### src/cpu_defs.svh
`ifndef CPU_DEFS_SVH
`define CPU_DEFS_SVH

// ############################################################
// datapath and register file
// ############################################################

`define DATA_W      32      // data word width.
`define GPR_NUM     32      // general registers, r0 reads zero.

// ############################################################
// scratch-pad memory and fetch
// ############################################################

`define SPM_DEPTH   1024    // words.
`define SPM_ADDR_W  10      // log2 of depth.
`define RESET_PC    0       // first fetch, word address.

`endif
### src/cpu_pkg.sv
`include "cpu_defs.svh"

package cpu_pkg;

    // ############################################################
    // datapath types
    // ############################################################

    typedef logic [`DATA_W-1:0]          word_t;
    typedef logic [`DATA_W-3:0]          word_addr_t;   // byte address without bits 1:0.
    typedef logic [`DATA_W-1:0]          byte_addr_t;
    typedef logic [$clog2(`GPR_NUM)-1:0] reg_idx_t;

    // data-side access kind.
    typedef enum logic [1:0] {
        MEM_NONE,
        MEM_LOAD,
        MEM_STORE
    } mem_op_t;

endpackage

### src/gpr.sv
`timescale 1ns/100ps
`include "cpu_defs.svh"

module gpr import cpu_pkg::*; (
    input  logic     clk,
    input  logic     arst_n,
    input  logic     we,
    input  reg_idx_t wr_addr,
    input  word_t    wr_data,
    input  reg_idx_t rd_addr_0,
    input  reg_idx_t rd_addr_1,
    output word_t    rd_data_0,
    output word_t    rd_data_1
);

    word_t regs [`GPR_NUM];

    always_ff @(posedge clk or negedge arst_n) begin
        if (!arst_n) begin
            for (int i = 0; i < `GPR_NUM; i++) begin
                regs[i] <= '0;
            end
        end else if (we && wr_addr != '0) begin
            regs[wr_addr] <= wr_data;          // r0 is never written.
        end
    end

    assign rd_data_0 = (rd_addr_0 == '0) ? '0 : regs[rd_addr_0];
    assign rd_data_1 = (rd_addr_1 == '0) ? '0 : regs[rd_addr_1];

endmodule

### config.mk
export PLATFORM = sky130hd
export DESIGN_NAME = gpr
export DESIGN_NICKNAME = d
export VERILOG_FILES = /design/src/cpu_pkg.sv /design/src/gpr.sv
export VERILOG_INCLUDE_DIRS = /design/src /design/src/src
export SDC_FILE = /design/constraint.sdc
export NUM_CORES = 2
export LEC_CHECK = 0
export BUFFER_PORTS_ARGS = -buffer_cell sky130_fd_sc_hd__buf_2
export CAP_MARGIN = 20
export CORE_ASPECT_RATIO = 0.75
export CORE_UTILIZATION = 45
export DETAILED_ROUTE_END_ITERATION = 7
export PLACE_DENSITY_LB_ADDON = 0.15
export SLEW_MARGIN = 20
export SYNTH_ARGS = -nofsm -noshare
export SYNTH_HDL_FRONTEND = slang
export SYNTH_SLANG_ARGS = --single-unit
### constraint.sdc
create_clock -name clk -period 2.25 [get_ports clk]
set_input_delay 0.3375 -clock clk [delete_from_list [all_inputs] [get_ports clk]]
set_output_delay 0.3375 -clock clk [all_outputs]
set_load 0.01 [all_outputs]
==> Word level (Yosys, flattened, before mapping) <==
Cells that the tools add are included.
{ "op_classes": {"order_cmp": 4, "muxes": 11, "bitwise_logic": 3, "reduce_logical": 5} }
{ "ops": {"columns": ["cell", "count"], "rows": [
  ["bitwise mux 1024 bit", 1],
  ["binary-select mux 32 bit (select 5 bit)", 2],
  ["2-to-1 mux 32 bit", 7],
  ["demux 32 bit (select 5 bit)", 1],
  [">= comparator 6 bit (second input constant)", 3],
  ["NOT 5 -> 6 bit", 3],
  ["zero test 5 bit", 2],
  ["less-than comparator 6 x 1 -> 1 bit (second input constant)", 1],
  ["nonzero test 5 bit", 1],
  ["logical AND 1 bit", 2]
]} }
{ "totals": {"register_bits": 1024, "in_bits": 50, "word_cells": 55} }

==> Logic depth before layout (Yosys ltp) <==
{ "logic_depth": {"word_depth": 6, "ltp_mapped": 7, "depth_no_buf": 4} }

==> Worst setup path before layout <==
No wires, ideal clock.
{ "synth_timing": {"path_kind": "input to output", "startpoint": "in rd_addr_0[0]", "endpoint": "out rd_data_0[0]", "arrival_time_ns": 1.778, "required_ns": 1.913, "setup_slack_ns": 0.135, "stages": 7, "cell_sequence": "buf_2 -> inv_1 -> buf_2 -> buf_2 -> nor2_1 -> a22oi_1 -> a311oi_1"} }
{ "synth_between": {"elab_chain_cells": 5} }
{ "synth_lines": {"columns": ["element", "line", "source"], "rows": [
  ["start: declaration", "gpr.sv:10", "input reg_idx_t rd_addr_0,"],
  ["NOT 5 -> 6 bit (implied by the code)", "gpr.sv:28", "assign rd_data_0 = (rd_addr_0 == '0) ? '0 : regs[rd_addr_0];"],
  ["binary-select mux 32 bit (select 5 bit)", "gpr.sv:28", null],
  ["2-to-1 mux 32 bit (implied by the code) (2 in a row)", "gpr.sv:28", null],
  ["2-to-1 mux 32 bit *", "gpr.sv:28", null],
  ["end: declaration", "gpr.sv:12", "output word_t rd_data_0,"]
]} }
Every way passes the cells marked *; elsewhere a longest branch is shown, timed or not. The select of a mux whose other input is x is not followed.

==> Worst setup path after layout <==
{ "layout_timing": {"startpoint": "reg regs[512] (netlist bit)", "endpoint": "out rd_data_0[0]"} }
{ "layout_between": {"elab_chain_cells": 4} }
{ "layout_lines": {"columns": ["element", "line", "source"], "rows": [
  ["start: declaration", "gpr.sv:16", "word_t regs [`GPR_NUM];"],
  ["start signal: indexed assignment", "gpr.sv:24", "regs[wr_addr] <= wr_data;"],
  ["binary-select mux 32 bit (select 5 bit)", "gpr.sv:28", null],
  ["2-to-1 mux 32 bit (implied by the code) (2 in a row)", "gpr.sv:28", null],
  ["2-to-1 mux 32 bit", "gpr.sv:28", null]
]} }
No other way between the ends. The select of a mux whose other input is x is not followed.

==> impl_results.md <==
* Die Area at between 0.1 and 0.15 mm2
* Endpoints failing setup at between 60 and 70
* Power per Cell Area at around 840 mW/mm2
* Setup CP Type: flop to output port
* Clock tree buffer depth at 3
* Worst reg2reg path startpoint: regs[977]$_DFFE_PN0P_
* Register-to-Register Path Depth at 3
* Family with the most delay on the worst path: multiplexers
* WL/cell at between 30 and 40 um
* Slack of the critical path at -0.625 ns
* Num rows at between 100 and 150
* LEAKAGE at 0.0288 uW
* Worst vdd ir at between 0.5 and 0.6 mV
* Startpoint Class: flop
* Synth top area cells: dfrtp_1 47%, mux2_2 22%, mux4_2 19%, mux2i_1 2.4%, buf_2 1.6%
* DRC viols at 0
* Number of synthesis warnings at 0
* Status: finished, violations left
* Clk root buf: clkbuf_16
* Ports at about 110
* CTS buffer count at between 100 and 150
* Pin count of the biggest net entering global routing at 96
* Most flop-heavy register: regs
* Hold Crit Class: input port to async pin
* Vias per Instance at about 6.7
* Critical path's largest stage delay at about 0.48 ns
* Max FFs per register at about 1,000
* Chip Height at slightly above 300 um
* WL final at just over 200,000 um
* First-pass GRT wire length at slightly below 300,000 um
* Share of the yosys chip area belonging to registers at 0.471
* Worst-path maximum fanout at 3
* Reg-to-reg slack, setup at roughly 1.2 ns
* Area of the core at around 0.12 mm2
* WP data arrival at 2.54 ns
* Syn_nets at ~3,700
* Nets@finish at between 3,000 and 4,000
* GRT Overall Usage at 0.334
* Share of Yosys cell area claimed by the top area cell type at 0.471
* R2R Path End: regs[977]$_DFFE_PN0P_
* Final HPWL DP at approximately 130,000 um
* Clock Sinks at roughly 1,000
* Buffer and inverter count on the worst path at 2
* Mapped Area at between 0.05 and 0.06 mm2
* Max cap viols at 0
* CP Cell Sequence: mux4_2 > mux2_4 > o21ai_4 > a311oi_2 > clkbuf_16 > buf_6
* Post-Syn Instances at 3,621
* Synth unique cells at 35
* Most common cell in the netlist: mux2_2
* Worst slack, placed at -0.762 ns
* Drt pass-1 iters at 5
* CP Capture Type: output port
* EDFF count, synth at 0
* Vias at 37,900
* Post-route ant nets at 0
* Initial antenna violation count at 18
* Clock-pin slew on the worst setup and hold paths at roughly 0.060 ns
* RePlAce Congestion at slightly below 0.9
* Register bit total from synthesis at between 1,000 and 1,500
* DRT iter0 DRCs at slightly below 4,000
* GR Overflow Total at 0
* Slew Limit Fails at 0
* Synth area leader: dfrtp_1
* Latest clock arrival within the worst-skew pair at approximately 0.72 ns
* Slowest stage cell, crit path: mux4_2
* Setup Skew at 0 ns
* Failing checks: negative setup slack
* Top post-synthesis cells by count: 1,046 x mux2_2, 1,024 x dfrtp_1, 448 x mux4_2, 223 x clkbuf_1, 170 x buf_2
* Slew @ Worst Pin at about 0.76 ns
* Final Hold Slack at around 0.17 ns
* H-tree depth at 3
* Biggest regs: regs: 1024 flops
* Min Tclk post-route at roughly 2.9 ns
* Vias in the first global route at about 39,000
* CTS tree: yes
* Initial Utilization at 0.454
* RSZ-0062 raised after global routing: yes
* Die width at between 400 and 500 um
* Final Hold Fails at 0
* Asr flop ratio synth at 1.00
* Syn Area/Cell at roughly 15 um2
* Critical path required time at between 1.5 and 2 ns
* Period utilisation layout at 1.28
* Synthesis-to-finish area growth at 22.6%
* Share of cells above drive strength 1 at 0.640
* TNS Setup at -28.33 ns
* Prevailing post-synth register cell: dfrtp_1
* Worst rel slew slack at 0.492
* Peak Freq at 348 MHz
* Buffers on Ports at 113
[area by class of cell]
cell class | instances | area (um2)
inverter | 2 | 12.5
clock inverter | 34 | 389
multi-input combinational | 2163 | 28800
timing repair buffer | 646 | 6670
sequential | 1024 | 25600
clock buffer | 159 | 3140
tap | 1624 | 2030
antenna | 9 | 22.5
fill | 9383 | 53200
[worst register-to-register path, delay by kind of cell, from the launching register on]
| kind | cells | cell delay [ns] |
|---|---|---|
| DFF | 1 | 0.40 |
| muxes | 1 | 0.26 |
| buffers and inverters | 2 | 0.25 |
[what timing repair did]
| action | CTS | global route |
|---|---|---|
| gates resized for setup | 359 | 97 |
| hold endpoints to repair | 131 | 0 |
| gates cloned | 1 | 0 |
| buffers inserted | 32 | 14 |
| hold buffers | 1 | 0 |
| setup endpoints to repair | 64 | 64 |
| pin swaps | 78 | 60 |
[layer usage]
layer  GRT usage  share of wire
met1       0.465           0.41
met2       0.483           0.43
met3       0.107           0.11
met4       0.138          0.044
met5     0.00534         0.0011
[placed cells by master (no fill, tap or decap), drive strengths merged, types with 2 or more instances in the layout]
cell	count
a211oi	64
a221oi	46
a22oi	64
a311oi	64
and2	2
buf	643
bufinv	7
clkbuf	160
clkinv	20
clkinvlp	4
dfrtp	1024
diode	9
inv	5
mux2	1056
mux2i	128
mux4	448
nand2	49
nand2b	5
nand4b	3
nor2	19
nor2b	71
nor3	3
nor3b	2
o2111ai	18
o21ai	110
or2	2
or3	3
or4	2
[worst max-delay path by stage]
stage / startpoint / end / cells past startpoint
6_report: regs[512]$_DFFE_PN0P_ / rd_data_0[0] / 6
3_5_place_dp: rd_addr_0[1] / rd_data_0[25] / 9
5_1_grt: regs[608]$_DFFE_PN0P_ / rd_data_0[0] / 6
2_1_floorplan: rd_addr_0[0] / rd_data_0[0] / 7
3_3_place_gp: rd_addr_1[1] / rd_data_1[13] / 8
4_1_cts: regs[512]$_DFFE_PN0P_ / rd_data_0[0] / 6
[power by group]
part / switching (uW) / leakage [uW] / internal [uW]
Combinational: 5420 / 0.0139 / 7710
Clock: 7800 / 0.00173 / 10400
Sequential: 2760 / 0.0131 / 21900
[per-stage QoR]
stage | instances | power (uW) | utilization | cell area [um2]
3_5_place_dp | 5430 | 36700 | 0.508 | 61000
4_1_cts | 5640 | 55700 | 0.551 | 66100
6_report | 5661 | 56000 | 0.556 | 66600
5_1_grt | 5654 | 58100 | 0.556 | 66600
3_3_place_gp | 5430 | 35900 | 0.508 | 60900
2_1_floorplan | 3621 | 32000 | - | 54400
[cells by family (layout without fill, tap and decap cells)]
family / Yosys count / in the layout / synth area share
AO/OA/AOI/OAI: 366 / 366 / 0.0484
buffers and inverters: 434 / 841 / 0.0363
flip-flops: 1024 / 1024 / 0.471
multiplexers: 1632 / 1632 / 0.428
other: 0 / 9 / 0
AND/OR/NAND/NOR: 165 / 165 / 0.0161
Note: power is estimated with default switching activity, not from simulation.
