[config.mk]
export PLATFORM = sky130hd
export DESIGN_NAME = alu
export DESIGN_NICKNAME = d
export VERILOG_FILES = /design/src/cpu_pkg.sv /design/src/isa_pkg.sv /design/src/alu.sv
export VERILOG_INCLUDE_DIRS = /design/src /design/src/src
export SDC_FILE = /design/constraint.sdc
export NUM_CORES = 1
export LEC_CHECK = 0
export BUFFER_PORTS_ARGS = -buffer_cell sky130_fd_sc_hd__buf_4
export CAP_MARGIN = 20
export CORE_ASPECT_RATIO = 1.1
export CORE_UTILIZATION = 55
export DETAILED_ROUTE_END_ITERATION = 8
export PLACE_DENSITY = 0.8
export SLEW_MARGIN = 20
export SYNTH_ARGS = -nofsm -noshare
export SYNTH_HDL_FRONTEND = slang
export SYNTH_SLANG_ARGS = --single-unit
[constraint.sdc]
create_clock -name vclk -period 6.25
set_input_delay 1.25 -clock vclk [all_inputs]
set_output_delay 1.25 -clock vclk [all_outputs]
set_load 0.1 [all_outputs]
[src/cpu_defs.svh]
`ifndef CPU_DEFS_SVH
`define CPU_DEFS_SVH

// ############################################################
// datapath and register file
// ############################################################

`define DATA_W      32      // data word width.
`define GPR_NUM     32      // general registers, r0 reads zero.

// ############################################################
// scratch-pad memory and fetch
// ############################################################

`define SPM_DEPTH   1024    // words.
`define SPM_ADDR_W  10      // log2 of depth.
`define RESET_PC    0       // first fetch, word address.

`endif
[src/cpu_pkg.sv]
`include "cpu_defs.svh"

package cpu_pkg;

    // ############################################################
    // datapath types
    // ############################################################

    typedef logic [`DATA_W-1:0]          word_t;
    typedef logic [`DATA_W-3:0]          word_addr_t;   // byte address without bits 1:0.
    typedef logic [`DATA_W-1:0]          byte_addr_t;
    typedef logic [$clog2(`GPR_NUM)-1:0] reg_idx_t;

    // data-side access kind.
    typedef enum logic [1:0] {
        MEM_NONE,
        MEM_LOAD,
        MEM_STORE
    } mem_op_t;

endpackage

[src/isa_pkg.sv]
package isa_pkg;

    // ############################################################
    // instruction word
    // ############################################################

    typedef logic [31:0]        insn_t;
    typedef logic signed [15:0] imm_t;     // imm sits in bits 15:0.

    localparam int OPC_LSB = 26;           // opcode in 31:26.
    localparam int OPC_W   = 6;
    localparam int RD_LSB  = 21;           // rd in 25:21.
    localparam int RA_LSB  = 16;           // ra in 20:16.
    localparam int RB_LSB  = 11;           // rb in 15:11.
    localparam int REG_W   = 5;

    typedef enum logic [5:0] {
        OP_NOP  = 6'd0,
        OP_ADD  = 6'd1,
        OP_SUB  = 6'd2,
        OP_AND  = 6'd3,
        OP_OR   = 6'd4,
        OP_XOR  = 6'd5,
        OP_SHL  = 6'd6,
        OP_SHR  = 6'd7,
        OP_ADDI = 6'd8,
        OP_LDW  = 6'd9,
        OP_STW  = 6'd10,
        OP_BEQ  = 6'd11,
        OP_BNE  = 6'd12,
        OP_HALT = 6'd63
    } opcode_t;

    // ############################################################
    // alu operations
    // ############################################################

    typedef enum logic [3:0] {
        ALU_PASS,
        ALU_ADD,
        ALU_SUB,
        ALU_AND,
        ALU_OR,
        ALU_XOR,
        ALU_SHL,
        ALU_SHR
    } alu_op_t;

endpackage

[src/alu.sv]
`timescale 1ns/100ps

module alu import cpu_pkg::*, isa_pkg::*; (
    input  alu_op_t alu_op,
    input  word_t   alu_in_0,
    input  word_t   alu_in_1,
    output word_t   alu_out
);

    always_comb begin
        case (alu_op)
            ALU_PASS: alu_out = alu_in_0;
            ALU_ADD:  alu_out = alu_in_0 + alu_in_1;
            ALU_SUB:  alu_out = alu_in_0 - alu_in_1;
            ALU_AND:  alu_out = alu_in_0 & alu_in_1;
            ALU_OR:   alu_out = alu_in_0 | alu_in_1;
            ALU_XOR:  alu_out = alu_in_0 ^ alu_in_1;
            ALU_SHL:  alu_out = alu_in_0 << alu_in_1[4:0];   // low 5 bits only.
            ALU_SHR:  alu_out = alu_in_0 >> alu_in_1[4:0];   // logical.
            default:  alu_out = '0;
        endcase
    end

endmodule

Word level (Yosys, flattened, before mapping). Cells that the tools add are included.

Word-level logic and storage cells: 16. Flip-flop bits (word level): 0. Bits of input ports: 68. Output and inout bits: 32.

Multiplexer cells: 1. Bitwise gates (word level): 3. Shift operators: 2. Reductions and logical operators: 1. Eq/ne operators: 7. Add/sub/neg operators: 2.

Operators with widths (count): case mux 32 bit (8 select lines) (1); adder 32 bit (1); bitwise AND 32 bit (1); bitwise OR 32 bit (1); left shift 32 x 5 -> 32 bit (1); >> shifter 32 x 5 -> 32 bit (1); subtractor 32 bit (1); XOR 32 bit (1); == test 4 x 3 -> 1 bit (second input constant) (4); == test 4 x 2 -> 1 bit (second input constant) (2); == test 4 x 1 -> 1 bit (second input constant) (1); logical NOT 4 bit (1).

Depth between registers and ports, before layout.
Depth in word-level cells: 2. Mapped depth: 19. Depth with buffers taken out: 15.

Worst setup path before layout. No wires, ideal clock.

Path kind: in2out. From: input port alu_in_1[1]. To: output port alu_out[31]. Cell stages on the path: 18. Data arrival time: 6.297 ns. Path slack: -1.297 ns. Buffers on the path: 4. Data required time: 5.000 ns. Path through: buf_2 > buf_2 > clkbuf_1 > inv_1 > ha_1 > nand2_1 > nor4_4 > a31oi_1 > xnor2_1 > ha_1 > clkbuf_1 > a21o_1 > a21oi_1 > o21ai_1 > a221o_1 > a31o_2 > a21oi_1 > o311ai_1.

Longest elaborated chain between the ends: 2. Elaborated cells on any way between the ends: 5. Classes of those cells: add/sub: 2; shift: 2; mux: 1.

Ends and longest elaborated chain: start, declared (RTL line alu.sv:6) `input word_t alu_in_1,`; subtractor 32 bit (tied with other cells) (RTL line alu.sv:14) `ALU_SUB: alu_out = alu_in_0 - alu_in_1;`; case mux 32 bit (8 select lines) (*) (RTL line alu.sv:11) `case (alu_op)`; end, declared (RTL line alu.sv:7) `output word_t alu_out`.

Every way passes the cells marked *; elsewhere a longest branch is shown, timed or not.

Worst setup path after layout.
From: input port alu_in_1[4]. To: output port alu_out[29].

The elaborated chain is that of the path after synthesis.

==> flow_metrics.env <==
export IMPL_grt_ovfl_total=0
export IMPL_dieArea_mm2=0.0144
export IMPL_synth_mux_area_share_pct=15.3
export IMPL_grt_busiest_layer="met2"
export IMPL_grt_pass1_vias=8725
export IMPL_fin_setup_tns_ns=0
export IMPL_synth_cell_area_mm2=0.00765
export IMPL_grt_pass1_wl_um=50700
export IMPL_ant_nets=0
export IMPL_grt_use_met3_pct=10.9
export IMPL_rsz0062_at_grt="true"
export IMPL_drt_iter0_drc=1652
export IMPL_io_buffers=100
export IMPL_vias=9699
export IMPL_critPathRequiredTime_ns=5.00
export IMPL_cp_end_kind="output pin"
export IMPL_final_cells=1411
export IMPL_status="completed"
export IMPL_use_met2_pct=68.1
export IMPL_fin_nets=1395
export IMPL_tightest_slew_ns=0.975
export IMPL_vias_per_cell=6.87
export IMPL_mostFrequentLayoutCells="nor2_1 (148), buf_4 (146), a21oi_1 (116)"
export IMPL_hpwl_um=26400
export IMPL_synth_nets=1318
export IMPL_start_util_pct=57.2
export IMPL_met1_usage_pct=62.7
export IMPL_finalHoldViolations=0
export IMPL_avgSynthCellArea_um2=6.64
export IMPL_synth_simple_gate_area_share_pct=19.7
export IMPL_dr_pass1_iters=7
export IMPL_drive_gt1_share_pct=18.1
export IMPL_synth_top_family_by_area="compound AO/OA/AOI/OAI gates"
export IMPL_layout_area_overhead_vs_synth_pct=16.5
export IMPL_drt_total_wl_um=33400
export IMPL_grt_start_max_net_pins=83
export IMPL_wire_per_inst_um=23.6
export IMPL_synth_top_cells_by_area="ha_1 (16%), mux2i_1 (8.2%), a21oi_1 (7.7%)"
export IMPL_max_freq_mhz=162
export IMPL_slew_limit_headroom_pct=35.0
export IMPL_hp_class="in -> out"
export IMPL_fin_crit_sh_pct=98.8
export IMPL_fp_dieH_um=126
export IMPL_holdWs_ns=3.16
export IMPL_synth_distinct_cells=70
export IMPL_syn_inst=1152
export IMPL_seq_cells=0
export IMPL_antenna_found_initial=0
export IMPL_synthAdderAreaFrac_pct=16.1
export IMPL_multi_input_area_mm2=0.00721
export IMPL_place_inst=1405
export IMPL_irDropWorstVdd_mv=0.0995
export IMPL_final_setup_viol_count=0
export IMPL_p_total_mw=1.08
export IMPL_rows=44
export IMPL_coreArea_mm2=0.0134
export IMPL_holdBufCountCts=0
export IMPL_synth_largest_area_cell="ha_1"
export IMPL_synth_xor_area_share_pct=6.52
export IMPL_ff_latch_area_um2=0
export IMPL_synth_compound_area_share_pct=34.2
export IMPL_gp_routability_congestion=1.07
export IMPL_synth_top_area_share_pct=15.9
export IMPL_path_class="in -> out"
export IMPL_final_max_slew_viol_count=0
export IMPL_chipWidth_um=114
export IMPL_maxCapViolations=0
export IMPL_pin_count=100
export IMPL_finish_utilization_pct=66.6
export IMPL_final_common_cell="nor2_1"
export IMPL_ys_warn_count=0
export IMPL_fillers=1235
export IMPL_power_density_mw_per_mm2=121
export IMPL_worstPathMaxFanout=6
export IMPL_drc_errors=0
export IMPL_clkbuf_count=0
export IMPL_worstPathArrival_ns=4.93
export IMPL_startpoint_type="input port"
export IMPL_power_leakage_nw=4.08
export IMPL_antenna_cells=0
export IMPL_globalRouteTotalUtil_pct=45.5
export IMPL_seq_area_frac_synth_pct=0
export IMPL_period_needed_ns=6.18
==> worst paths after layout <==
| check | cells past startpoint | endpoint | startpoint | slack [ns] |
|---|---|---|---|---|
| min | 4 | alu_out[17] | alu_in_0[17] | 3.16 |
| max | 17 | alu_out[29] | alu_in_1[4] | 0.07 |
==> per-layer routing <==
metal	wire length [um]	vias up	share of wire [%]
met1	13000	4500	39
met5	0	-	0
met2	14300	678	43
li1	-	4397	-
met3	4490	124	13
met4	1580	0	4.7
==> where the power goes <==
| part | switching, mW | internal (mW) |
|---|---|---|
| Sequential | 0 | 0 |
| Combinational | 0.725 | 0.352 |
| Clock | 0 | 0 |
| Total | 0.725 | 0.352 |
==> synthesized netlist by cell type, types with 4 or more instances <==
| cell | instances |
|---|---|
| a211o_1 | 10 |
| a211oi_1 | 15 |
| a21o_1 | 15 |
| a21oi_1 | 118 |
| a221o_1 | 11 |
| a221oi_1 | 12 |
| a22o_1 | 4 |
| a22oi_1 | 25 |
| a31oi_1 | 11 |
| buf_1 | 16 |
| buf_2 | 14 |
| clkbuf_1 | 45 |
| ha_1 | 97 |
| inv_1 | 78 |
| mux2_1 | 4 |
| mux2i_1 | 63 |
| mux4_2 | 21 |
| nand2_1 | 99 |
| nand2b_1 | 14 |
| nand3_1 | 11 |
| nand4_1 | 9 |
| nor2_1 | 149 |
| nor2b_1 | 5 |
| nor3_1 | 24 |
| o211a_1 | 4 |
| o211ai_1 | 19 |
| o21ai_0 | 46 |
| o21ai_1 | 51 |
| o221ai_1 | 9 |
| o22ai_1 | 21 |
| o31ai_1 | 5 |
| o32ai_1 | 6 |
| or2_2 | 4 |
| or3_1 | 4 |
| xnor2_1 | 47 |
| xor2_1 | 10 |
==> per-stage QoR <==
stage	cell area, um2	setup slack (ns)
global route	8920	-0.0568
global placement	8780	0.0436
finish	8920	0.0728
CTS	8780	0.0204
detailed placement	8780	0.0139
floorplan	7800	-0.777
==> logic make-up after synthesis <==
logic type                 Yosys count
AOI/OAI and AO/OA                  409
buffers and inverters              158
xor gates and xnor gates            57
and+or+nand+nor                    340
adders and majority gates           98
muxes                               90
==> cell type report <==
| type | instances | area share (%) |
|---|---|---|
| Multi-Input combinational cell | 994 | 80.8 |
| Tap cell | 184 | 2.58 |
| Inverter | 81 | 3.41 |
| Timing Repair Buffer | 152 | 13.2 |
==> worst max-delay path, cell delays in order <==
cell and delay, ns:
buf_8 0.09, or4_4 0.58, buf_4 0.18, nor3_4 0.17, and2_4 0.18, buf_4 0.12
a31oi_1 0.09, xnor2_1 0.16, ha_1 0.37, a21o_1 0.23, a221o_1 0.36, a31o_4 0.24
a21oi_4 0.17, buf_6 0.14, o41ai_2 0.07, a211o_2 0.35, buf_12 0.17
==> timing repair <==
action                                  4_1_cts  5_1_grt
pin swaps                                     0       14
buffers inserted                              0        6
endpoints found under the setup margin        1        9
resized for setup                             1       19
Note: power is estimated with default switching activity, not from simulation.
