## config.mk

```make
export PLATFORM = sky130hd
export DESIGN_NAME = decoder
export DESIGN_NICKNAME = d
export VERILOG_FILES = /design/src/cpu_pkg.sv /design/src/isa_pkg.sv /design/src/decoder.sv
export VERILOG_INCLUDE_DIRS = /design/src /design/src/src
export SDC_FILE = /design/constraint.sdc
export NUM_CORES = 1
export LEC_CHECK = 0
export BUFFER_PORTS_ARGS = -buffer_cell sky130_fd_sc_hd__buf_2
export CAP_MARGIN = 20
export CORE_MARGIN = 10
export CORE_UTILIZATION = 53
export CTS_BUF_LIST = sky130_fd_sc_hd__clkbuf_8
export CTS_CLUSTER_SIZE = 40
export DETAILED_ROUTE_END_ITERATION = 8
export GPL_TIMING_DRIVEN = 0
export PLACE_DENSITY = 0.95
export RECOVER_POWER = 100
export SYNTH_ARGS = -nofsm -noshare
export SYNTH_HDL_FRONTEND = slang
export SYNTH_SLANG_ARGS = --single-unit
```

## constraint.sdc

```tcl
create_clock -name clk -period 7.9 [get_ports clk]
set_input_delay 0.395 -clock clk [delete_from_list [all_inputs] [get_ports clk]]
set_output_delay 0.395 -clock clk [all_outputs]
set_load 0.01 [all_outputs]
```

## src/cpu_defs.svh

```systemverilog
`ifndef CPU_DEFS_SVH
`define CPU_DEFS_SVH

// ############################################################
// datapath and register file
// ############################################################

`define DATA_W      32      // data word width.
`define GPR_NUM     32      // general registers, r0 reads zero.

// ############################################################
// scratch-pad memory and fetch
// ############################################################

`define SPM_DEPTH   1024    // words.
`define SPM_ADDR_W  10      // log2 of depth.
`define RESET_PC    0       // first fetch, word address.

`endif
```

## src/cpu_pkg.sv

```systemverilog
`include "cpu_defs.svh"

package cpu_pkg;

    // ############################################################
    // datapath types
    // ############################################################

    typedef logic [`DATA_W-1:0]          word_t;
    typedef logic [`DATA_W-3:0]          word_addr_t;   // byte address without bits 1:0.
    typedef logic [`DATA_W-1:0]          byte_addr_t;
    typedef logic [$clog2(`GPR_NUM)-1:0] reg_idx_t;

    // data-side access kind.
    typedef enum logic [1:0] {
        MEM_NONE,
        MEM_LOAD,
        MEM_STORE
    } mem_op_t;

endpackage

```

## src/isa_pkg.sv

```systemverilog
package isa_pkg;

    // ############################################################
    // instruction word
    // ############################################################

    typedef logic [31:0]        insn_t;
    typedef logic signed [15:0] imm_t;     // imm sits in bits 15:0.

    localparam int OPC_LSB = 26;           // opcode in 31:26.
    localparam int OPC_W   = 6;
    localparam int RD_LSB  = 21;           // rd in 25:21.
    localparam int RA_LSB  = 16;           // ra in 20:16.
    localparam int RB_LSB  = 11;           // rb in 15:11.
    localparam int REG_W   = 5;

    typedef enum logic [5:0] {
        OP_NOP  = 6'd0,
        OP_ADD  = 6'd1,
        OP_SUB  = 6'd2,
        OP_AND  = 6'd3,
        OP_OR   = 6'd4,
        OP_XOR  = 6'd5,
        OP_SHL  = 6'd6,
        OP_SHR  = 6'd7,
        OP_ADDI = 6'd8,
        OP_LDW  = 6'd9,
        OP_STW  = 6'd10,
        OP_BEQ  = 6'd11,
        OP_BNE  = 6'd12,
        OP_HALT = 6'd63
    } opcode_t;

    // ############################################################
    // alu operations
    // ############################################################

    typedef enum logic [3:0] {
        ALU_PASS,
        ALU_ADD,
        ALU_SUB,
        ALU_AND,
        ALU_OR,
        ALU_XOR,
        ALU_SHL,
        ALU_SHR
    } alu_op_t;

endpackage

```

## src/decoder.sv

```systemverilog
`timescale 1ns/100ps

module decoder import cpu_pkg::*, isa_pkg::*; (
    input  logic       clk,
    input  logic       arst_n,
    input  insn_t      if_insn,
    input  word_addr_t if_pc,
    input  logic       if_valid,
    input  word_t      gpr_rd_data_0,
    input  word_t      gpr_rd_data_1,
    input  logic       ex_is_load,
    input  word_t      alu_out,
    input  reg_idx_t   wb_dst,
    input  logic       wb_we,
    input  word_t      wb_data,
    output reg_idx_t   gpr_rd_addr_0,
    output reg_idx_t   gpr_rd_addr_1,
    output logic       stall,
    output logic       br_taken,
    output word_addr_t br_addr,
    output logic       halt_seen,
    output alu_op_t    alu_op,
    output word_t      alu_in_0,
    output word_t      alu_in_1,
    output reg_idx_t   ex_dst,
    output logic       ex_we,
    output mem_op_t    ex_mem_op,
    output word_t      ex_store_data,
    output logic       ex_halt,
    output logic       ex_valid
);

    opcode_t  op;
    reg_idx_t rd;
    reg_idx_t ra;
    reg_idx_t rb;
    imm_t     imm;
    word_t    imm_ext;
    word_t    opr_a;
    word_t    opr_b;
    logic     use_a;
    logic     use_b;
    logic     use_imm;
    logic     src_rd;
    logic     dec_we;
    logic     issue;
    alu_op_t  dec_alu_op;
    mem_op_t  dec_mem_op;

    // ############################################################
    // fields and operand select
    // ############################################################

    assign op      = opcode_t'(if_insn[OPC_LSB +: OPC_W]);
    assign rd      = if_insn[RD_LSB +: REG_W];
    assign ra      = if_insn[RA_LSB +: REG_W];
    assign rb      = if_insn[RB_LSB +: REG_W];
    assign imm     = if_insn[$bits(imm_t)-1:0];
    assign imm_ext = {{16{imm[15]}}, imm};

    always_comb begin
        dec_alu_op = ALU_PASS;
        dec_mem_op = MEM_NONE;
        dec_we     = 1'b0;
        use_a      = 1'b0;
        use_b      = 1'b0;
        use_imm    = 1'b0;
        src_rd     = 1'b0;
        case (op)
            OP_ADD:  dec_alu_op = ALU_ADD;
            OP_SUB:  dec_alu_op = ALU_SUB;
            OP_AND:  dec_alu_op = ALU_AND;
            OP_OR:   dec_alu_op = ALU_OR;
            OP_XOR:  dec_alu_op = ALU_XOR;
            OP_SHL:  dec_alu_op = ALU_SHL;
            OP_SHR:  dec_alu_op = ALU_SHR;
            OP_ADDI, OP_LDW, OP_STW: dec_alu_op = ALU_ADD;   // address or sum.
            default: dec_alu_op = ALU_PASS;
        endcase
        case (op)
            OP_ADD, OP_SUB, OP_AND, OP_OR, OP_XOR, OP_SHL, OP_SHR: begin
                use_a  = 1'b1;
                use_b  = 1'b1;
                dec_we = 1'b1;
            end
            OP_ADDI, OP_LDW: begin
                use_a      = 1'b1;
                use_imm    = 1'b1;
                dec_we     = 1'b1;
                dec_mem_op = (op == OP_LDW) ? MEM_LOAD : MEM_NONE;
            end
            OP_STW: begin
                use_a      = 1'b1;
                use_b      = 1'b1;
                use_imm    = 1'b1;
                src_rd     = 1'b1;
                dec_mem_op = MEM_STORE;
            end
            OP_BEQ, OP_BNE: begin
                use_a  = 1'b1;
                use_b  = 1'b1;
                src_rd = 1'b1;                 // compare ra with rd.
            end
            default: ;                         // nop, halt, unlisted codes.
        endcase
    end

    assign gpr_rd_addr_0 = ra;
    assign gpr_rd_addr_1 = src_rd ? rd : rb;

    // execute wins over writeback, it is the younger result.
    assign opr_a = (ex_we && ex_dst == ra)            ? alu_out :
                   (wb_we && wb_dst == ra)            ? wb_data : gpr_rd_data_0;
    assign opr_b = (ex_we && ex_dst == gpr_rd_addr_1) ? alu_out :
                   (wb_we && wb_dst == gpr_rd_addr_1) ? wb_data : gpr_rd_data_1;

    // ############################################################
    // hazards and branches
    // ############################################################

    assign stall = if_valid && ex_is_load && ex_we &&
                   ((use_a && ra == ex_dst) || (use_b && gpr_rd_addr_1 == ex_dst));

    assign br_taken  = if_valid && !stall &&
                       ((op == OP_BEQ && opr_a == opr_b) || (op == OP_BNE && opr_a != opr_b));
    assign br_addr   = if_pc + word_addr_t'(imm_ext);   // if_pc is already pc + 1.
    assign halt_seen = if_valid && (op == OP_HALT);
    assign issue     = if_valid && !stall;

    always_ff @(posedge clk or negedge arst_n) begin
        if (!arst_n) begin
            ex_valid  <= 1'b0;
            ex_we     <= 1'b0;
            ex_mem_op <= MEM_NONE;
            ex_halt   <= 1'b0;
        end else begin
            ex_valid  <= issue;                // bubble on stall or empty slot.
            ex_we     <= issue && dec_we && (rd != '0);
            ex_mem_op <= issue ? dec_mem_op : MEM_NONE;
            ex_halt   <= issue && (op == OP_HALT);
        end
    end

    always_ff @(posedge clk) begin
        alu_op        <= dec_alu_op;
        alu_in_0      <= opr_a;
        alu_in_1      <= use_imm ? imm_ext : opr_b;
        ex_dst        <= rd;
        ex_store_data <= opr_b;
    end

endmodule

```

# [Yosys cells after proc, flatten, opt, wreduce, memory -nomap -nowiden]
# Memories as Yosys holds them, arrays and structs flattened. A register that Yosys moved wholly into a read port is not among the register bits.
# Index checks and enable logic that the tools add are counted.
[op_classes] add_sub_neg=1 eq_ne=21 n_mux=14 reduce_logical=29
[op_table] cell="$mux 32" count=5
[op_table] cell="$eq 32x32->1" count=1
[op_table] cell="$ne 32x32->1" count=1
[op_table] cell="$add 30x30->30" count=1
[op_table] cell="$eq 5x5->1" count=6
[op_table] cell="$eq 6x4->1 const B" count=5
[op_table] cell="$eq 6x3->1 const B" count=4
[op_table] cell="$logic_and 1x1->1" count=17
[op_table] cell="$eq 6x2->1 const B" count=2
[op_table] cell="$reduce_or 12->1" count=1
[op_table] cell="$reduce_or 10->1" count=1
[op_table] cell="$reduce_or 9->1" count=1
[op_table] cell="$eq 6x1->1 const B" count=1
[op_table] cell="$eq 6x6->1 const B" count=1
[op_table] cell="$mux 1" count=6
[op_table] cell="$reduce_or 3->1" count=2
[op_table] cell="$mux 5" count=1
[op_table] cell="$reduce_bool 5->1" count=1
[op_table] cell="$pmux 2 s2" count=1
[op_table] cell="$logic_not 1->1" count=2
[op_table] cell="$logic_not 2->1" count=1
[op_table] cell="$logic_or 1x1->1" count=2
[op_table] cell="$mux 2" count=1
[op_table] cell="$reduce_or 2->1" count=1
[totals] ff_bits=110 rom_bits=48 out_inout_bits=153 word_cells=75 mem_count=1
[memory_table] name="(name not given)" depth=16 word_bits=3 rd=1 rd_ports_with_merged_regs=1 wr=0 line_no="decoder.sv:69" source="case (op)"

# [Depth between registers and ports, before layout]
[logic_depth] ltp_word=12 depth_mapped=15 mapped_depth_nobuf=14

# [Worst setup path after synthesis]
# Ideal clock, no wire load.
[synth_path] path_kind="input to output" from="in if_insn[27]" to="out br_taken" arrival_ns=3.587 slack_ns=3.918 cell_stages=13 n_path_buf=2 path_cell_list="buf_6 or3b_1 buf_2 a21oi_4 mux2i_4 xnor2_4 nor3_4 mux2_2 a222oi_1 o2111ai_1 a2111oi_2 nand3_1 mux2_1"
[synth_via] elab_chain_cells=12
[synth_lines] item="from (decl)" line_no="decoder.sv:6" source="input insn_t if_insn,"
[synth_lines] item="$eq 6x4->1, on equally long branches" line_no="decoder.sv:80, decoder.sv:125"
[synth_lines] item="$reduce_or 3->1 (no line)"
[synth_lines] item="$mux 1" line_no="decoder.sv:80" source="case (op)"
[synth_lines] item="$mux 5" line_no="decoder.sv:109" source="assign gpr_rd_addr_1 = src_rd ? rd : rb;"
[synth_lines] item="$eq 5x5->1" line_no="decoder.sv:115" source="(wb_we && wb_dst == gpr_rd_addr_1) ? wb_data : gpr_rd_data_1;"
[synth_lines] item="$logic_and 1x1->1" line_no="decoder.sv:115"
[synth_lines] item="$mux 32" line_no="decoder.sv:115"
[synth_lines] item="$mux 32" line_no="decoder.sv:114" source="assign opr_b = (ex_we && ex_dst == gpr_rd_addr_1) ? alu_out :"
[synth_lines] item="$eq 32x32->1 / $ne 32x32->1 (equally long branches)" line_no="decoder.sv:125" source="((op == OP_BEQ && opr_a == opr_b) || (op == OP_BNE && opr_a != opr_b));"
[synth_lines] item="$logic_and 1x1->1" line_no="decoder.sv:125"
[synth_lines] item="$logic_or 1x1->1" line_no="decoder.sv:125"
[synth_lines] item="$logic_and 1x1->1 (*)" line_no="decoder.sv:124" source="assign br_taken = if_valid && !stall &&"
[synth_lines] item="to (decl)" line_no="decoder.sv:19" source="output logic br_taken,"
# Every way passes the cells marked *; elsewhere a longest branch is shown, timed or not.

# [Worst setup path in the final report]
[layout_path] from="in if_insn[15]" to="out br_taken"
[layout_via] elab_chain_cells=9
[layout_lines] item="$mux 5 (*)" line_no="decoder.sv:109"
[layout_lines] item="$eq 5x5->1" line_no="decoder.sv:115"
[layout_lines] item="$logic_and 1x1->1" line_no="decoder.sv:115"
[layout_lines] item="$mux 32" line_no="decoder.sv:115"
[layout_lines] item="$mux 32" line_no="decoder.sv:114"
[layout_lines] item="$eq 32x32->1 / $ne 32x32->1 (equally long branches)" line_no="decoder.sv:125"
[layout_lines] item="$logic_and 1x1->1" line_no="decoder.sv:125"
[layout_lines] item="$logic_or 1x1->1" line_no="decoder.sv:125"
[layout_lines] item="$logic_and 1x1->1 (*)" line_no="decoder.sv:124"
# Marked as above.

==> flow_summary.yaml <==
die:
  die_y_um: 139.6
  initial_core_util: 0.5440
  pin_count: 353
  dieArea_um2: 19490
  fp-row-count: 43
  fp.dieW_um: 139.6
  core_um2: 13930
routing:
  num_vias: 9396
  dr.pass1.iters: 6
  drc: 0
  wl_per_cell_um: 25.38
  vias_per_cell: 6.396
  drt_iter0_drc: 1030
  ant_nets: 0
  finalWirelength_mm: 37.28
critical_path:
  crit_path_frequent_cell: "clkbuf_1"
  start_kind: "input pin"
  worstSetupPathType: "in -> out"
  cp_max_fo: 15
  required_ns: 7.51
  critical_path.cell_chain: "clkbuf_1, clkbuf_1, mux2i_1, xnor2_4, nor3_1, buf_2, mux2_1, xnor2_1, nand2_1, o22ai_1, nand3_1, mux2_1, clkbuf_1"
  r2r_cells: 8
  rrSetupSlack_ns: 4.05
  worst_setup_path_end_kind: "output port"
  timing.rr.start: "ex_dst[1]"
  timing.rr.end: "alu_in_1[25]"
  slowest_delay_ns: 1.36
  cp.arrival_ns: 6.05
  crit_path_top_delay_cell: "nor3_1"
timing:
  max_slew_margin: -0.1488
  rsz0062_at_grt: "no"
  fin_crit_sh: 0.8153
  clock.fmax_mhz: 155.3
  slew_violations: 9
  period_needed_ns: 6.441
  finalHoldViolCount: 0
  skew_ns: 0.01072
  setup_ws_ns: 1.459
  tns_ns: 0
  setup_viol: 0
  tightest_slew_ns: 1.710
grt:
  grt_first_pass_wirelength_mm: 54.86
  gr-usage-all-layers: 0.3576
  grt.overflow.total: 0
  grt_max_degree: 20
  grt_antenna_before_repair: 13
  grt_pass1_vias: 9409
power:
  total_power_w: 0.001433
  p_per_area_nw_per_um2: 150.1
  ir_worst_vdd_mv: 0.1323
  p_leak_nw: 4.206
clock_tree:
  post_cts_buffers: 0
  cts_tree: "done"
  clock_path_buffers: 2
  cts-buffers-inserted: 9
  cts-root-buf: "clkbuf_8"
  clkTransAtPathRegs_ns: 0.10
  htreeDepth: 3
  cts_sinks: 109
  ctsResizeCount: 0
  clk_latency_ns: 0.40
placement:
  gp_congestion: 1.025
  dp_hpwl_mm: 30.70
  numPortBuffers: 350
  place_ws_ns: 3.020
min_path:
  hold_end: "ex_dst[0]"
  min_path_type: "in -> reg"
  hp-start: "if_insn[21]"
  whs_path_depth: 1
yosys:
  synth.largest_area_cell: "dfxtp_1"
  synth-async-reset-ratio: 0.04587
  ys_warn_count: 0
  synthFlopType: "dfxtp_1"
  seq_area_frac_synth: 0.2912
  yosysTopAreaCellShare: 0.2747
  synthTopCellsByArea: "dfxtp_1 (27%), mux2_2 (6.7%), ha_1 (4.8%)"
  ys_types: 78
  ys_ff_latch: 109
  synth_area_um2: 7580
  avgSynthCellArea_um2: 8.329
  syn-num-nets: 1140
  synthCells: 910
  synth_edf_count: 0
layout:
  fillers: 1265
  layout-drive-gt1-share: 0.2183
  multi_input_area_um2: 4900
  syn2layout_area_growth_pct: 25.98
  final_nets: 1503
  finish.utilization: 0.6853
  regArea_um2: 2207
run_status:
  run_status: "finished with violations"
  violations: "max-capacitance violations, max-slew violations"
job:
  maxCapViolCount: 1
[report_power, final]
part	leakage, nW	switching (W)	internal, W
clock network	0.0958	0.000204	0.000126
logic	3.17	0.000310	0.000193
registers	0.944	0.0000125	0.000587
[kinds of logic (layout without fill, tap and decap cells)]
family,count (synthesis),in the layout,share of synthesized area
xor+xnor,53,53,0.06372
mux,79,79,0.1139
buf+inv,100,468,0.05695
fa+ha+maj,30,30,0.05051
simple gates,285,285,0.1933
compound gates,253,253,0.2299
flops,109,109,0.2912
other cells,1,12,0.0004947
[flip-flops by register name (all words and copies together), names as in the netlist, 2 cells and up]
signal / flops
alu_in_0: 32
alu_in_1: 32
alu_op: 3
ex_dst: 5
ex_mem_op: 2
ex_store_data: 32
[worst max-delay path, delay by kind of cell]
family | cells | cell delay, ns
and+or+nand+nor | 3 | 1.64
xor gates and xnor gates | 2 | 0.67
AOI/OAI and AO/OA | 1 | 0.27
buffers and inverters | 4 | 1.87
muxes | 3 | 1.18
[synth_stat cells (all sizes together), types with 6 or more instances]
cell type,number
dfxtp,104
nor2,80
a21oi,63
inv,51
mux2,48
nand3,44
nand2,43
xnor2,41
mux2i,31
o21ai,31
a31oi,30
clkbuf,29
ha,29
nor3,28
buf,20
a21o,18
nand4,16
xor2,12
and3,11
nand2b,10
o2111ai,10
and4,9
nor4,9
a211oi,8
a21boi,8
o31ai,8
and2,7
nor2b,7
o22ai,7
a31o,6
o21a,6
or3,6
[stage by stage]
stage / instances / hold slack [ns] / instance area [um2]
after floorplan: 910 / 0.09941 / 7580
after global placement: 1440 / 0.2153 / 9557
after detailed placement: 1441 / 0.2163 / 9564
after CTS: 1458 / 0.1120 / 9761
after global routing: 1465 / 0.1458 / 9539
final: 1469 / 0.1370 / 9549
[final cells by class]
| type | instances | area share |
|---|---|---|
| multi-input combinational | 701 | 0.5131 |
| sequential | 109 | 0.2311 |
| timing repair buffer | 352 | 0.1647 |
| buffer | 49 | 0.02503 |
| tap | 180 | 0.02358 |
| inverter | 51 | 0.02005 |
| clock buffer | 10 | 0.01441 |
| clock inverter | 6 | 0.005110 |
| antenna | 11 | 0.002883 |
[timing repair]
item,in CTS,in global routing
hold buffers,1,0
endpoints found under the setup margin,0,0
endpoints found under the hold margin,5,0
[cell usage in the layout (no fill, tap or decap), drive strengths merged, types with 7 or more instances in the layout]
master and count:
xor2 12, nand2b 10, o31ai 8, dfxtp 104, a31oi 30, a211oi 8
nand3 44, diode 11, nor2 80, ha 29, o2111ai 10, nor2b 7
nand4 16, nand2 43, o22ai 7, mux2i 31, xnor2 41, o21ai 31
a21oi 63, a21o 18, inv 53, and2 7, clkbuf 199, a21boi 8
and4 9, mux2 48, and3 11, nor4 9, buf 211, nor3 28
[routing by layer]
metal	share of wire	vias to the layer above	wire, um	track usage
met3	0.13	203	4706	0.1293
met2	0.45	761	16800	0.5781
met1	0.36	4313	13300	0.3948
met5	0.00038	-	14	0
met4	0.066	4	2460	0.2152
li1	-	4115	-	-
[worst max path at each step]
stage                     start  endpoint  slack, ns  cells after the start
finish              if_insn[15]  br_taken       1.46                     13
global route        if_insn[15]  br_taken       1.45                     13
CTS                   ex_dst[0]  br_taken       2.80                     13
detailed placement  if_insn[26]  br_taken       3.02                     15
global placement    if_insn[17]  br_taken       2.97                     15
floorplan           if_insn[27]  br_taken       3.92                     13
Power figures use the tool's default switching activity.
