==> src/cpu_defs.svh <==
`ifndef CPU_DEFS_SVH
`define CPU_DEFS_SVH

// ############################################################
// datapath and register file
// ############################################################

`define DATA_W      32      // data word width.
`define GPR_NUM     32      // general registers, r0 reads zero.

// ############################################################
// scratch-pad memory and fetch
// ############################################################

`define SPM_DEPTH   1024    // words.
`define SPM_ADDR_W  10      // log2 of depth.
`define RESET_PC    0       // first fetch, word address.

`endif
==> src/cpu_pkg.sv <==
`include "cpu_defs.svh"

package cpu_pkg;

    // ############################################################
    // datapath types
    // ############################################################

    typedef logic [`DATA_W-1:0]          word_t;
    typedef logic [`DATA_W-3:0]          word_addr_t;   // byte address without bits 1:0.
    typedef logic [`DATA_W-1:0]          byte_addr_t;
    typedef logic [$clog2(`GPR_NUM)-1:0] reg_idx_t;

    // data-side access kind.
    typedef enum logic [1:0] {
        MEM_NONE,
        MEM_LOAD,
        MEM_STORE
    } mem_op_t;

endpackage

==> src/isa_pkg.sv <==
package isa_pkg;

    // ############################################################
    // instruction word
    // ############################################################

    typedef logic [31:0]        insn_t;
    typedef logic signed [15:0] imm_t;     // imm sits in bits 15:0.

    localparam int OPC_LSB = 26;           // opcode in 31:26.
    localparam int OPC_W   = 6;
    localparam int RD_LSB  = 21;           // rd in 25:21.
    localparam int RA_LSB  = 16;           // ra in 20:16.
    localparam int RB_LSB  = 11;           // rb in 15:11.
    localparam int REG_W   = 5;

    typedef enum logic [5:0] {
        OP_NOP  = 6'd0,
        OP_ADD  = 6'd1,
        OP_SUB  = 6'd2,
        OP_AND  = 6'd3,
        OP_OR   = 6'd4,
        OP_XOR  = 6'd5,
        OP_SHL  = 6'd6,
        OP_SHR  = 6'd7,
        OP_ADDI = 6'd8,
        OP_LDW  = 6'd9,
        OP_STW  = 6'd10,
        OP_BEQ  = 6'd11,
        OP_BNE  = 6'd12,
        OP_HALT = 6'd63
    } opcode_t;

    // ############################################################
    // alu operations
    // ############################################################

    typedef enum logic [3:0] {
        ALU_PASS,
        ALU_ADD,
        ALU_SUB,
        ALU_AND,
        ALU_OR,
        ALU_XOR,
        ALU_SHL,
        ALU_SHR
    } alu_op_t;

endpackage

==> src/if_stage.sv <==
`timescale 1ns/100ps
`include "cpu_defs.svh"

module if_stage import cpu_pkg::*, isa_pkg::*; (
    input  logic       clk,
    input  logic       arst_n,
    input  logic       cpu_en,
    input  logic       stall,
    input  logic       br_taken,
    input  word_addr_t br_addr,
    input  logic       halt_seen,
    input  insn_t      insn,
    output word_addr_t if_pc,
    output logic       if_en,
    output insn_t      if_insn,
    output logic       if_valid
);

    logic fetch_stop;

    // a stalled fetch keeps the spm output, so decode holds its word.
    assign if_en   = cpu_en && !fetch_stop && !stall;
    assign if_insn = if_valid ? insn : '0;     // squashed slot decodes as nop.

    // if_pc runs one word ahead of the instruction in decode.
    always_ff @(posedge clk or negedge arst_n) begin
        if (!arst_n) begin
            if_pc      <= word_addr_t'(`RESET_PC);
            if_valid   <= 1'b0;
            fetch_stop <= 1'b0;
        end else begin
            if (halt_seen) begin
                fetch_stop <= 1'b1;
            end
            if (br_taken || halt_seen) begin
                if_valid <= 1'b0;              // drop the word in flight.
                if (br_taken) begin
                    if_pc <= br_addr;
                end
            end else if (if_en) begin
                if_pc    <= if_pc + word_addr_t'(1);
                if_valid <= 1'b1;
            end else if (!stall) begin
                if_valid <= 1'b0;
            end
        end
    end

endmodule

==> config.mk <==
export PLATFORM = sky130hd
export DESIGN_NAME = if_stage
export DESIGN_NICKNAME = d
export VERILOG_FILES = /design/src/cpu_pkg.sv /design/src/isa_pkg.sv /design/src/if_stage.sv
export VERILOG_INCLUDE_DIRS = /design/src /design/src/src
export SDC_FILE = /design/constraint.sdc
export NUM_CORES = 1
export LEC_CHECK = 0
export BUFFER_PORTS_ARGS = -buffer_cell sky130_fd_sc_hd__buf_4
export CAP_MARGIN = 0
export CORE_MARGIN = 1
export CORE_UTILIZATION = 30
export CTS_CLUSTER_SIZE = 40
export DETAILED_ROUTE_END_ITERATION = 8
export PLACE_DENSITY = 0.71
export SLEW_MARGIN = 25
export SYNTH_ARGS = -nofsm -noshare
export SYNTH_HDL_FRONTEND = slang
export SYNTH_SLANG_ARGS = --single-unit
==> constraint.sdc <==
create_clock -name clk -period 1.7 [get_ports clk]
set_input_delay 0.17 -clock clk [delete_from_list [all_inputs] [get_ports clk]]
set_output_delay 0.17 -clock clk [all_outputs]
set_load 0.05 [all_outputs]
After elaboration in Yosys (flattened, before gate mapping)
Index checks and enable logic that the tools add are counted.
{"block": "totals", "reg_bits": 32, "latchBits": 0, "ram_bits": 0, "mem_bits_ro": 0, "in_bits": 68, "wordCells": 20, "n_memories": 0}
{"block": "op_classes", "add_sub_neg": 1, "mul": 0, "n_div": 0, "magnitude_cmp": 0, "eq_ne": 2, "shift": 0, "muxes": 7, "bitwise_logic": 0, "n_reduce_logical": 7}
{"cell": "two-way mux 30 bit", "n": 3}
{"cell": "two-way mux 32 bit", "n": 1}
{"cell": "adder 30 x 1 -> 30 bit, second input constant", "n": 1}
{"cell": "two-way mux 1 bit", "n": 3}
{"cell": "!= test 3 x 1 -> 1 bit, second input constant", "n": 1}
{"cell": "logical AND 1 bit", "n": 2}
{"cell": "zero test 1 bit", "n": 2}
{"cell": "!= test 2 bit, second input constant", "n": 1}
{"cell": "AND reduction 2 bit", "n": 1}
{"cell": "nonzero test 2 bit", "n": 1}
{"cell": "logical OR 1 bit", "n": 1}

Longest topological paths before layout
Gate-level depths: netlist of run 1.
{"block": "depth", "depth_word": 5, "mapped_depth": 7}

Worst setup path before layout of run 1
Ideal clock, no wire load.
{"block": "synth_timing", "path_type": "reg2reg", "from": "reg fetch_stop", "to": "reg if_pc[24]", "setup_ps": 147, "t_arrival_ps": 2189, "required_ps": 1553, "path_slack_ps": -636, "path_stages_with_launch": 5, "n_path_buf": 0, "period_less_slack_ps": 2336, "cell_sequence": "dfrtp_1 > nor3b_1 > nand2_1 > nor2_1 > a221oi_1"}
{"block": "synth_via", "elab_chain_cells": 5}
{"item": "start: declaration", "line": "if_stage.sv:19", "text": "logic fetch_stop;"}
{"item": "start signal: assignment", "line": "if_stage.sv:30", "text": "fetch_stop <= 1'b0;"}
{"item": "start signal: assignment", "line": "if_stage.sv:33", "text": "fetch_stop <= 1'b1;"}
{"item": "zero test 1 bit", "line": "if_stage.sv:22", "text": "assign if_en = cpu_en && !fetch_stop && !stall;"}
{"item": "logical AND 1 bit (2 in series)", "line": "if_stage.sv:22"}
{"item": "via if_en", "line": "if_stage.sv:14", "text": "output logic if_en,"}
{"item": "nonzero test 2 bit (no source line)"}
{"item": "AND reduction 2 bit (no source line)"}
{"item": "end signal: assignment", "line": "if_stage.sv:28", "text": "if_pc <= word_addr_t'(`RESET_PC);"}
{"item": "end signal: assignment", "line": "if_stage.sv:38", "text": "if_pc <= br_addr;"}
{"item": "end signal: assignment", "line": "if_stage.sv:41", "text": "if_pc <= if_pc + word_addr_t'(1);"}
{"item": "end: declaration", "line": "if_stage.sv:13", "text": "output word_addr_t if_pc,"}
The timed path passes the listed nets, and every way through them passes these cells.
A chain may end at the register's enable or synchronous reset.

Final worst setup path of run 1
{"block": "layout_timing", "from": "reg fetch_stop", "to": "reg if_pc[29]"}
{"block": "layout_via", "elab_chain_cells": 5}
{"item": "zero test 1 bit", "line": "if_stage.sv:22"}
{"item": "logical AND 1 bit (2 in series)", "line": "if_stage.sv:22"}
{"item": "nonzero test 2 bit (no source line)"}
{"item": "AND reduction 2 bit (no source line)"}
Every way passes these cells.

==> impl_metrics.tcl, run 1 <==
set metrics [dict create \
    power.switching_uw 956 \
    arrival_ns 1.93 \
    grt_max_degree 34 \
    end_kind "register" \
    pwr-share-clk_pct 24.9 \
    grt_pass1_vias 2461 \
    seq_power_share_pct 37.1 \
    antenna-diode-count 0 \
    synth_edf_count 0 \
    setup_viol_count_final 2 \
    worstMarginPinSlew_ns 0.433 \
    clk_pin_slew_ns 0.07 \
    netlist_area_mm2 0.00218 \
    final_cell_mix "buf_4 (168), and2_1 (33), nand2_1 (28)" \
    synth.yosys.seq_area_share_pct 36.8 \
    regArea_um2 818 \
    fin_worst_skew_ns 0.0114 \
    drv_slew 0 \
    p_comb_share_pct 37.9 \
    finalCriticalPeriod_ns 1.74 \
    hpwl_um 6240 \
    gp_congestion 0.883 \
    syn-mean-instance-area_um2 8.04 \
    die_w_um 87.2 \
    power.total_mw 2.51 \
    n_fill_cell 682 \
    min_period_over_period_pct 102 \
    cts_tree "done" \
    wl_per_cell_um 15.0 \
    layout_commonest_cell "buf_4" \
    powerDensity_mw_per_mm2 664 \
    fin_nets 503 \
    grt_overflow_total 0 \
    dr.pass1.iters 4 \
    met1Wirelength_um 3420 \
    yosys_most_used_dff "dfrtp_1" \
    ant_nets 0 \
    async_reset_ff_share_pct 100 \
    grtUsageTotal_pct 20.3 \
    drt_iter0_markers 164 \
    violations "setup timing" \
    synthCells 271 \
    worstPathMaxFanout 5 \
    outcome "complete, but fails checks" \
    die_h_um 87.2 \
    setup_ws_ns -0.0410 \
    required_ns 1.88 \
    synth_seq_cells 32 \
    grt_pass1_wl_um 11800 \
    ys.warnings.count 0 \
    cts_sinks 32 \
    met3WireLength_um 590 \
    ir_worst_vdd_v 0.000341 \
    fp.coreArea_mm2 0.00691 \
    clk_path_buf_depth 2 \
    placementRows 30 \
    start_util_pct 31.5 \
    fin_setup_tns_ns -0.0709 \
    h-tree-depth 2 \
    worstSetupPathType "reg -> reg" \
    syn_nets 340 \
    finalWirelength_um 7970 \
    route.met2.wl_um 3890 \
    rsz0062_at_grt "yes" \
    antenna_found_initial 0 \
    startpoint_type "register" \
    ctsRootBufferMaster "clkbuf_8" \
    multi_input_area_mm2 0.00140 \
    numCtsBuffers 5 \
    min_path_type "in -> reg" \
    p_leak_nw 1.76 \
    finalHoldViolCount 0 \
    clock_latency_ns 0.29 \
    yosysUniqueCellTypes 41 \
    drv_cap 0 \
    area_growth_pct 73.8 \
    drive_above_1_share_pct 50.8 \
    io_buffers 131 \
    netSwitchingFraction_pct 38.0 \
    die-area_mm2 0.00761 \
    fmax_mhz 574 \
    ioPinCount 132 \
    route.vias.total 2657 \
    topRoutingLayerUsed "met4" \
    vias_per_cell 5.00 \
    relSlewSlack_pct 71.1 \
    intPower_mw 1.56 \
    drc 0 \
]
sequential cells by signal, indices dropped and copies added, names as in the netlist:
name	count
if_pc	30
if_valid	1
fetch_stop	1
power by group through the flow:
stage | Combinational [mW] | Clock (mW) | Sequential [mW]
2_1_floorplan | 0.228 | 0 | 1.21
3_3_place_gp | 0.911 | 0 | 0.940
3_5_place_dp | 0.921 | 0 | 0.945
4_1_cts | 0.927 | 0.633 | 0.930
5_1_grt | 1.01 | 0.670 | 0.944
6_report | 0.953 | 0.626 | 0.933
cell families (layout without fill, tap and decap cells):
kind of cell	Yosys count	in the layout	synth area share (%)
AOI/OAI and AO/OA	66	66	19.0
xor gates and xnor gates	10	10	4.02
adders and majority gates	1	1	0.574
buffers and inverters	25	189	5.17
DFF	32	32	36.8
muxes	3	3	1.44
and+or+nand+nor	134	134	33.0
final timing paths:
kind / from / end / slack (ns) / cells after the start
setup / recovery: fetch_stop / if_pc[29] / -0.04 / 6
hold / removal: br_addr[16] / if_pc[16] / 0.09 / 3
setup reg to reg: fetch_stop / if_pc[29] / -0.04 / 6
hold reg to reg: if_valid / if_valid / 0.52 / 2
max in group asynchronous: arst_n / if_pc[2] / 1.00 / 2
min in group asynchronous: arst_n / if_pc[11] / 0.36 / 2
stage by stage:
stage / hold WS (ns) / setup slack [ns] / cells / util (%) / area, um^2
3_5_place_dp: 0.144 / -0.132 / 518 / 51.3 / 3540
5_1_grt: 0.0939 / -0.122 / 531 / 54.8 / 3780
4_1_cts: 0.0861 / -0.0331 / 528 / 53.2 / 3670
6_report: 0.0877 / -0.0410 / 531 / 54.8 / 3780
2_1_floorplan: -0.126 / -0.150 / 271 / - / 2250
3_3_place_gp: 0.137 / -0.114 / 518 / 51.3 / 3540
area by class of cell:
cell class	count	area share, %
clock inverter	2	0.264
inverter	8	0.793
clock buffer	6	2.18
timing repair buffer	173	35.0
multi-input combinational	214	37.0
tap	96	3.17
sequential	32	21.6
synth_stat cells, types with 2 or more instances:
cell      count  share of area, %
and2_1       33               9.5
dfrtp_1      32                37
nand2_1      29               5.0
nor2_1       21               3.6
a21oi_1      20               4.6
o21ai_0      17               3.9
nand3_1      14               3.2
clkbuf_1     12               2.1
nand4_1       9               2.6
o22ai_1       9               2.6
inv_1         7               1.2
nor3_1        7               1.6
xnor2_1       7               2.8
and3_1        6               1.7
and4_1        5               2.0
a311oi_1      4               1.6
a221oi_1      3               1.2
a31oi_1       3              0.86
nor4_1        3              0.86
xor2_1        3               1.2
a211oi_1      2              0.69
buf_2         2              0.46
buf_6         2               1.0
mux2i_1       2              0.92
o2bb2a_1      2              0.92
or2_2         2              0.57
worst max-delay path, stage by stage (launching register included):
cell     delay [ns]
dfrtp_1        0.38
or4b_4         0.58
buf_6          0.15
nor4_4         0.11
and4_1         0.22
xnor2_1        0.11
a21oi_1        0.07
timing repair:
item,4_1_cts,5_1_grt
endpoints found under the setup margin,8,16
endpoints found under the hold margin,32,0
pin swaps,1,13
resized for setup,4,21
hold buffers,1,0
setup buffers,1,3
metal layers:
metal	up-vias	track usage, %
li1	1305	-
met1	1244	25.5
met3	4	4.55
met4	0	5.37
met2	104	35.2
met5	-	0
(Power assumes the default switching activity.)
==> inputs of run 2 (changes only) <==
--- a/config.mk
+++ b/config.mk
@@ -8,6 +8,7 @@
 export LEC_CHECK = 0
 export BUFFER_PORTS_ARGS = -buffer_cell sky130_fd_sc_hd__buf_4
 export CAP_MARGIN = 0
+export CORE_ASPECT_RATIO = 1.1
 export CORE_MARGIN = 1
 export CORE_UTILIZATION = 30
 export CTS_CLUSTER_SIZE = 40
==> run 2 against run 1 <==
Net effect:
- the run still ends with setup timing left
- core utilization shrank 0.32 points
- power is 4.4% higher
- sequential cell count did not move
- critical path depth down 1
- first-iteration DRC count down 6.7%
- largest power group is now registers
==> impl_metrics.tcl, run 2 (synthesized netlist as in run 1, its figures left out) <==
set metrics [dict create \
    ir_worst_vdd_v 0.000498 \
    fin_nets 508 \
    placementRows 32 \
    worstPathMaxFanout 4 \
    largest-register "if_pc" \
    post-place-ws_ns -0.147 \
    antenna_found_initial 0 \
    gp_congestion 0.872 \
    p_comb_share_pct 36.0 \
    grt_pass1_vias 2513 \
    r2r_cells 5 \
    finalWirelength_um 7750 \
    hold_depth 3 \
    io_buffers 131 \
    drv_slew 0 \
    drive_above_1_share_pct 51.8 \
    arrival_ns 1.90 \
    met3WireLength_um 450 \
    largest_registers "if_pc x30, fetch_stop x1, if_valid x1" \
    worstMarginPinSlew_ns 0.416 \
    grt_overflow_total 0 \
    drt_iter0_markers 153 \
    path_delay_family "simple AND/OR/NAND/NOR gates" \
    ioPinCount 132 \
    crit_buf_inv 0 \
    clock_latency_ns 0.29 \
    rsz0062_at_grt "yes" \
    ctsRootBufferMaster "clkbuf_8" \
    n_fill_cell 638 \
    regToRegSetupSlack_ns -0.02 \
    numCtsBuffers 5 \
    die_w_um 83.2 \
    intPower_mw 1.67 \
    netSwitchingFraction_pct 36.4 \
    grt_max_degree 33 \
    fin_worst_skew_ns 0.00607 \
    route.met2.wl_um 4000 \
    final_cell_mix "buf_4 (172), and2_1 (33), nand2_1 (27)" \
    worstSetupPathType "reg -> reg" \
    fmax_mhz 580 \
    largest_reg_flops 30 \
    finalCoreUtilization_pct 54.5 \
    die_h_um 91.4 \
    clk_path_buf_depth 2 \
    outcome "complete, but fails checks" \
    relSlewSlack_pct 72.2 \
    cts_tree "done" \
    layout_commonest_cell "buf_4" \
    hpwl_um 5950 \
    topRoutingLayerUsed "met4" \
    grt_pass1_wl_um 12200 \
    r2r_start "fetch_stop" \
    pwr-share-clk_pct 28.1 \
    end_kind "register" \
    min_period_over_period_pct 101 \
    startpoint_type "register" \
    slowest_delay_ns 0.53 \
    wl_per_cell_um 14.8 \
    clk_pin_slew_ns 0.08 \
    p_leak_nw 1.78 \
    finalCriticalPeriod_ns 1.72 \
    h-tree-depth 2 \
    ant_nets 0 \
    fp.coreArea_mm2 0.00701 \
    antenna-diode-count 0 \
    met1Wirelength_um 3170 \
    route.vias.total 2698 \
    violations "setup timing" \
    setup_viol_count_final 2 \
    die-area_mm2 0.00761 \
    min_path_type "in -> reg" \
    start_util_pct 31.1 \
    finalHoldViolCount 0 \
    required_ns 1.87 \
    vias_per_cell 5.14 \
    power.switching_uw 955 \
    drv_cap 0 \
    path_cells "or4b_4 > nor3_2 > nand4_1 > xnor2_1 > mux2_2" \
    seq_power_share_pct 35.9 \
    slowest_stage "or4b_4" \
    drc 0 \
    cts_sinks 32 \
    reg2reg_to "if_pc[25]" \
    grtUsageTotal_pct 19.7 \
    min_from "br_addr[0]" \
    area_growth_pct 75.2 \
    setup_ws_ns -0.0241 \
    powerDensity_mw_per_mm2 687 \
    hold_end "if_pc[0]" \
    dr.pass1.iters 5 \
]
run 2: cell types whose count changed in the layout (fill, tap and decap cells not counted), sizes merged:
cell,change
clkinv,-1
clkinvlp,+1
bufinv,+1
clkbuf,-1
buf,+5
run 2: final cells by class:
type / instances / area (um^2) / share of cell area, %
clock buffers: 5 / 68.8 / 1.80
clock inverters: 3 / 42.5 / 1.11
inverters: 8 / 30.0 / 0.787
multi-input cells: 214 / 1390 / 36.3
flip-flops and latches: 32 / 818 / 21.4
well taps: 85 / 106 / 2.79
repair buffers: 178 / 1370 / 35.8
run 2: worst max path at each step:
stage | end | cells after the start | slack [ns] | startpoint
5_1_grt | if_pc[29] | 6 | -0.11 | fetch_stop
4_1_cts | if_pc[25] | 5 | -0.05 | fetch_stop
3_5_place_dp | if_pc[25] | 5 | -0.15 | fetch_stop
2_1_floorplan | if_pc[26] | 6 | -0.15 | if_pc[8]
6_report | if_pc[25] | 5 | -0.02 | fetch_stop
3_3_place_gp | if_pc[25] | 5 | -0.08 | fetch_stop
run 2: per-stage QoR:
stage | instance area (um^2) | hold WS (ns) | total power, mW | TNS [ns] | cells
floorplan | 2250 | -0.126 | 1.44 | -0.658 | 271
global placement | 3500 | 0.136 | 1.83 | -0.235 | 503
detailed placement | 3500 | 0.140 | 1.84 | -0.679 | 503
CTS | 3660 | 0.0873 | 2.58 | -0.152 | 514
global route | 3820 | 0.0873 | 2.74 | -0.576 | 525
finish | 3820 | 0.0879 | 2.62 | -0.0255 | 525
run 2: power by group through the flow:
| stage | logic (mW) | clock network, mW | registers [mW] |
|---|---|---|---|
| 2_1_floorplan | 0.228 | 0 | 1.21 |
| 3_3_place_gp | 0.872 | 0 | 0.953 |
| 3_5_place_dp | 0.884 | 0 | 0.955 |
| 4_1_cts | 0.891 | 0.748 | 0.941 |
| 5_1_grt | 1.01 | 0.781 | 0.955 |
| 6_report | 0.943 | 0.737 | 0.943 |
run 2: what timing repair did:
| item | 4_1_cts | 5_1_grt |
|---|---|---|
| resized for setup | 6 | 22 |
| hold buffers | 1 | 0 |
| hold endpoints to repair | 32 | 0 |
| endpoints found under the setup margin | 16 | 26 |
| pin swaps | 5 | 9 |
| buffers inserted | 2 | 11 |
run 2: worst register-to-register path: stages, from the launching register on:
cell and delay [ns]:
dfrtp_1 0.38, or4b_4 0.53, nor3_2 0.14, nand4_1 0.15, xnor2_1 0.15, mux2_2 0.26
run 2: per-layer routing:
layer / vias up / GRT usage (%)
met2: 106 / 34.3
met5: - / 0
met3: 15 / 4.27
met4: 0 / 5.46
li1: 1310 / -
met1: 1267 / 24.3
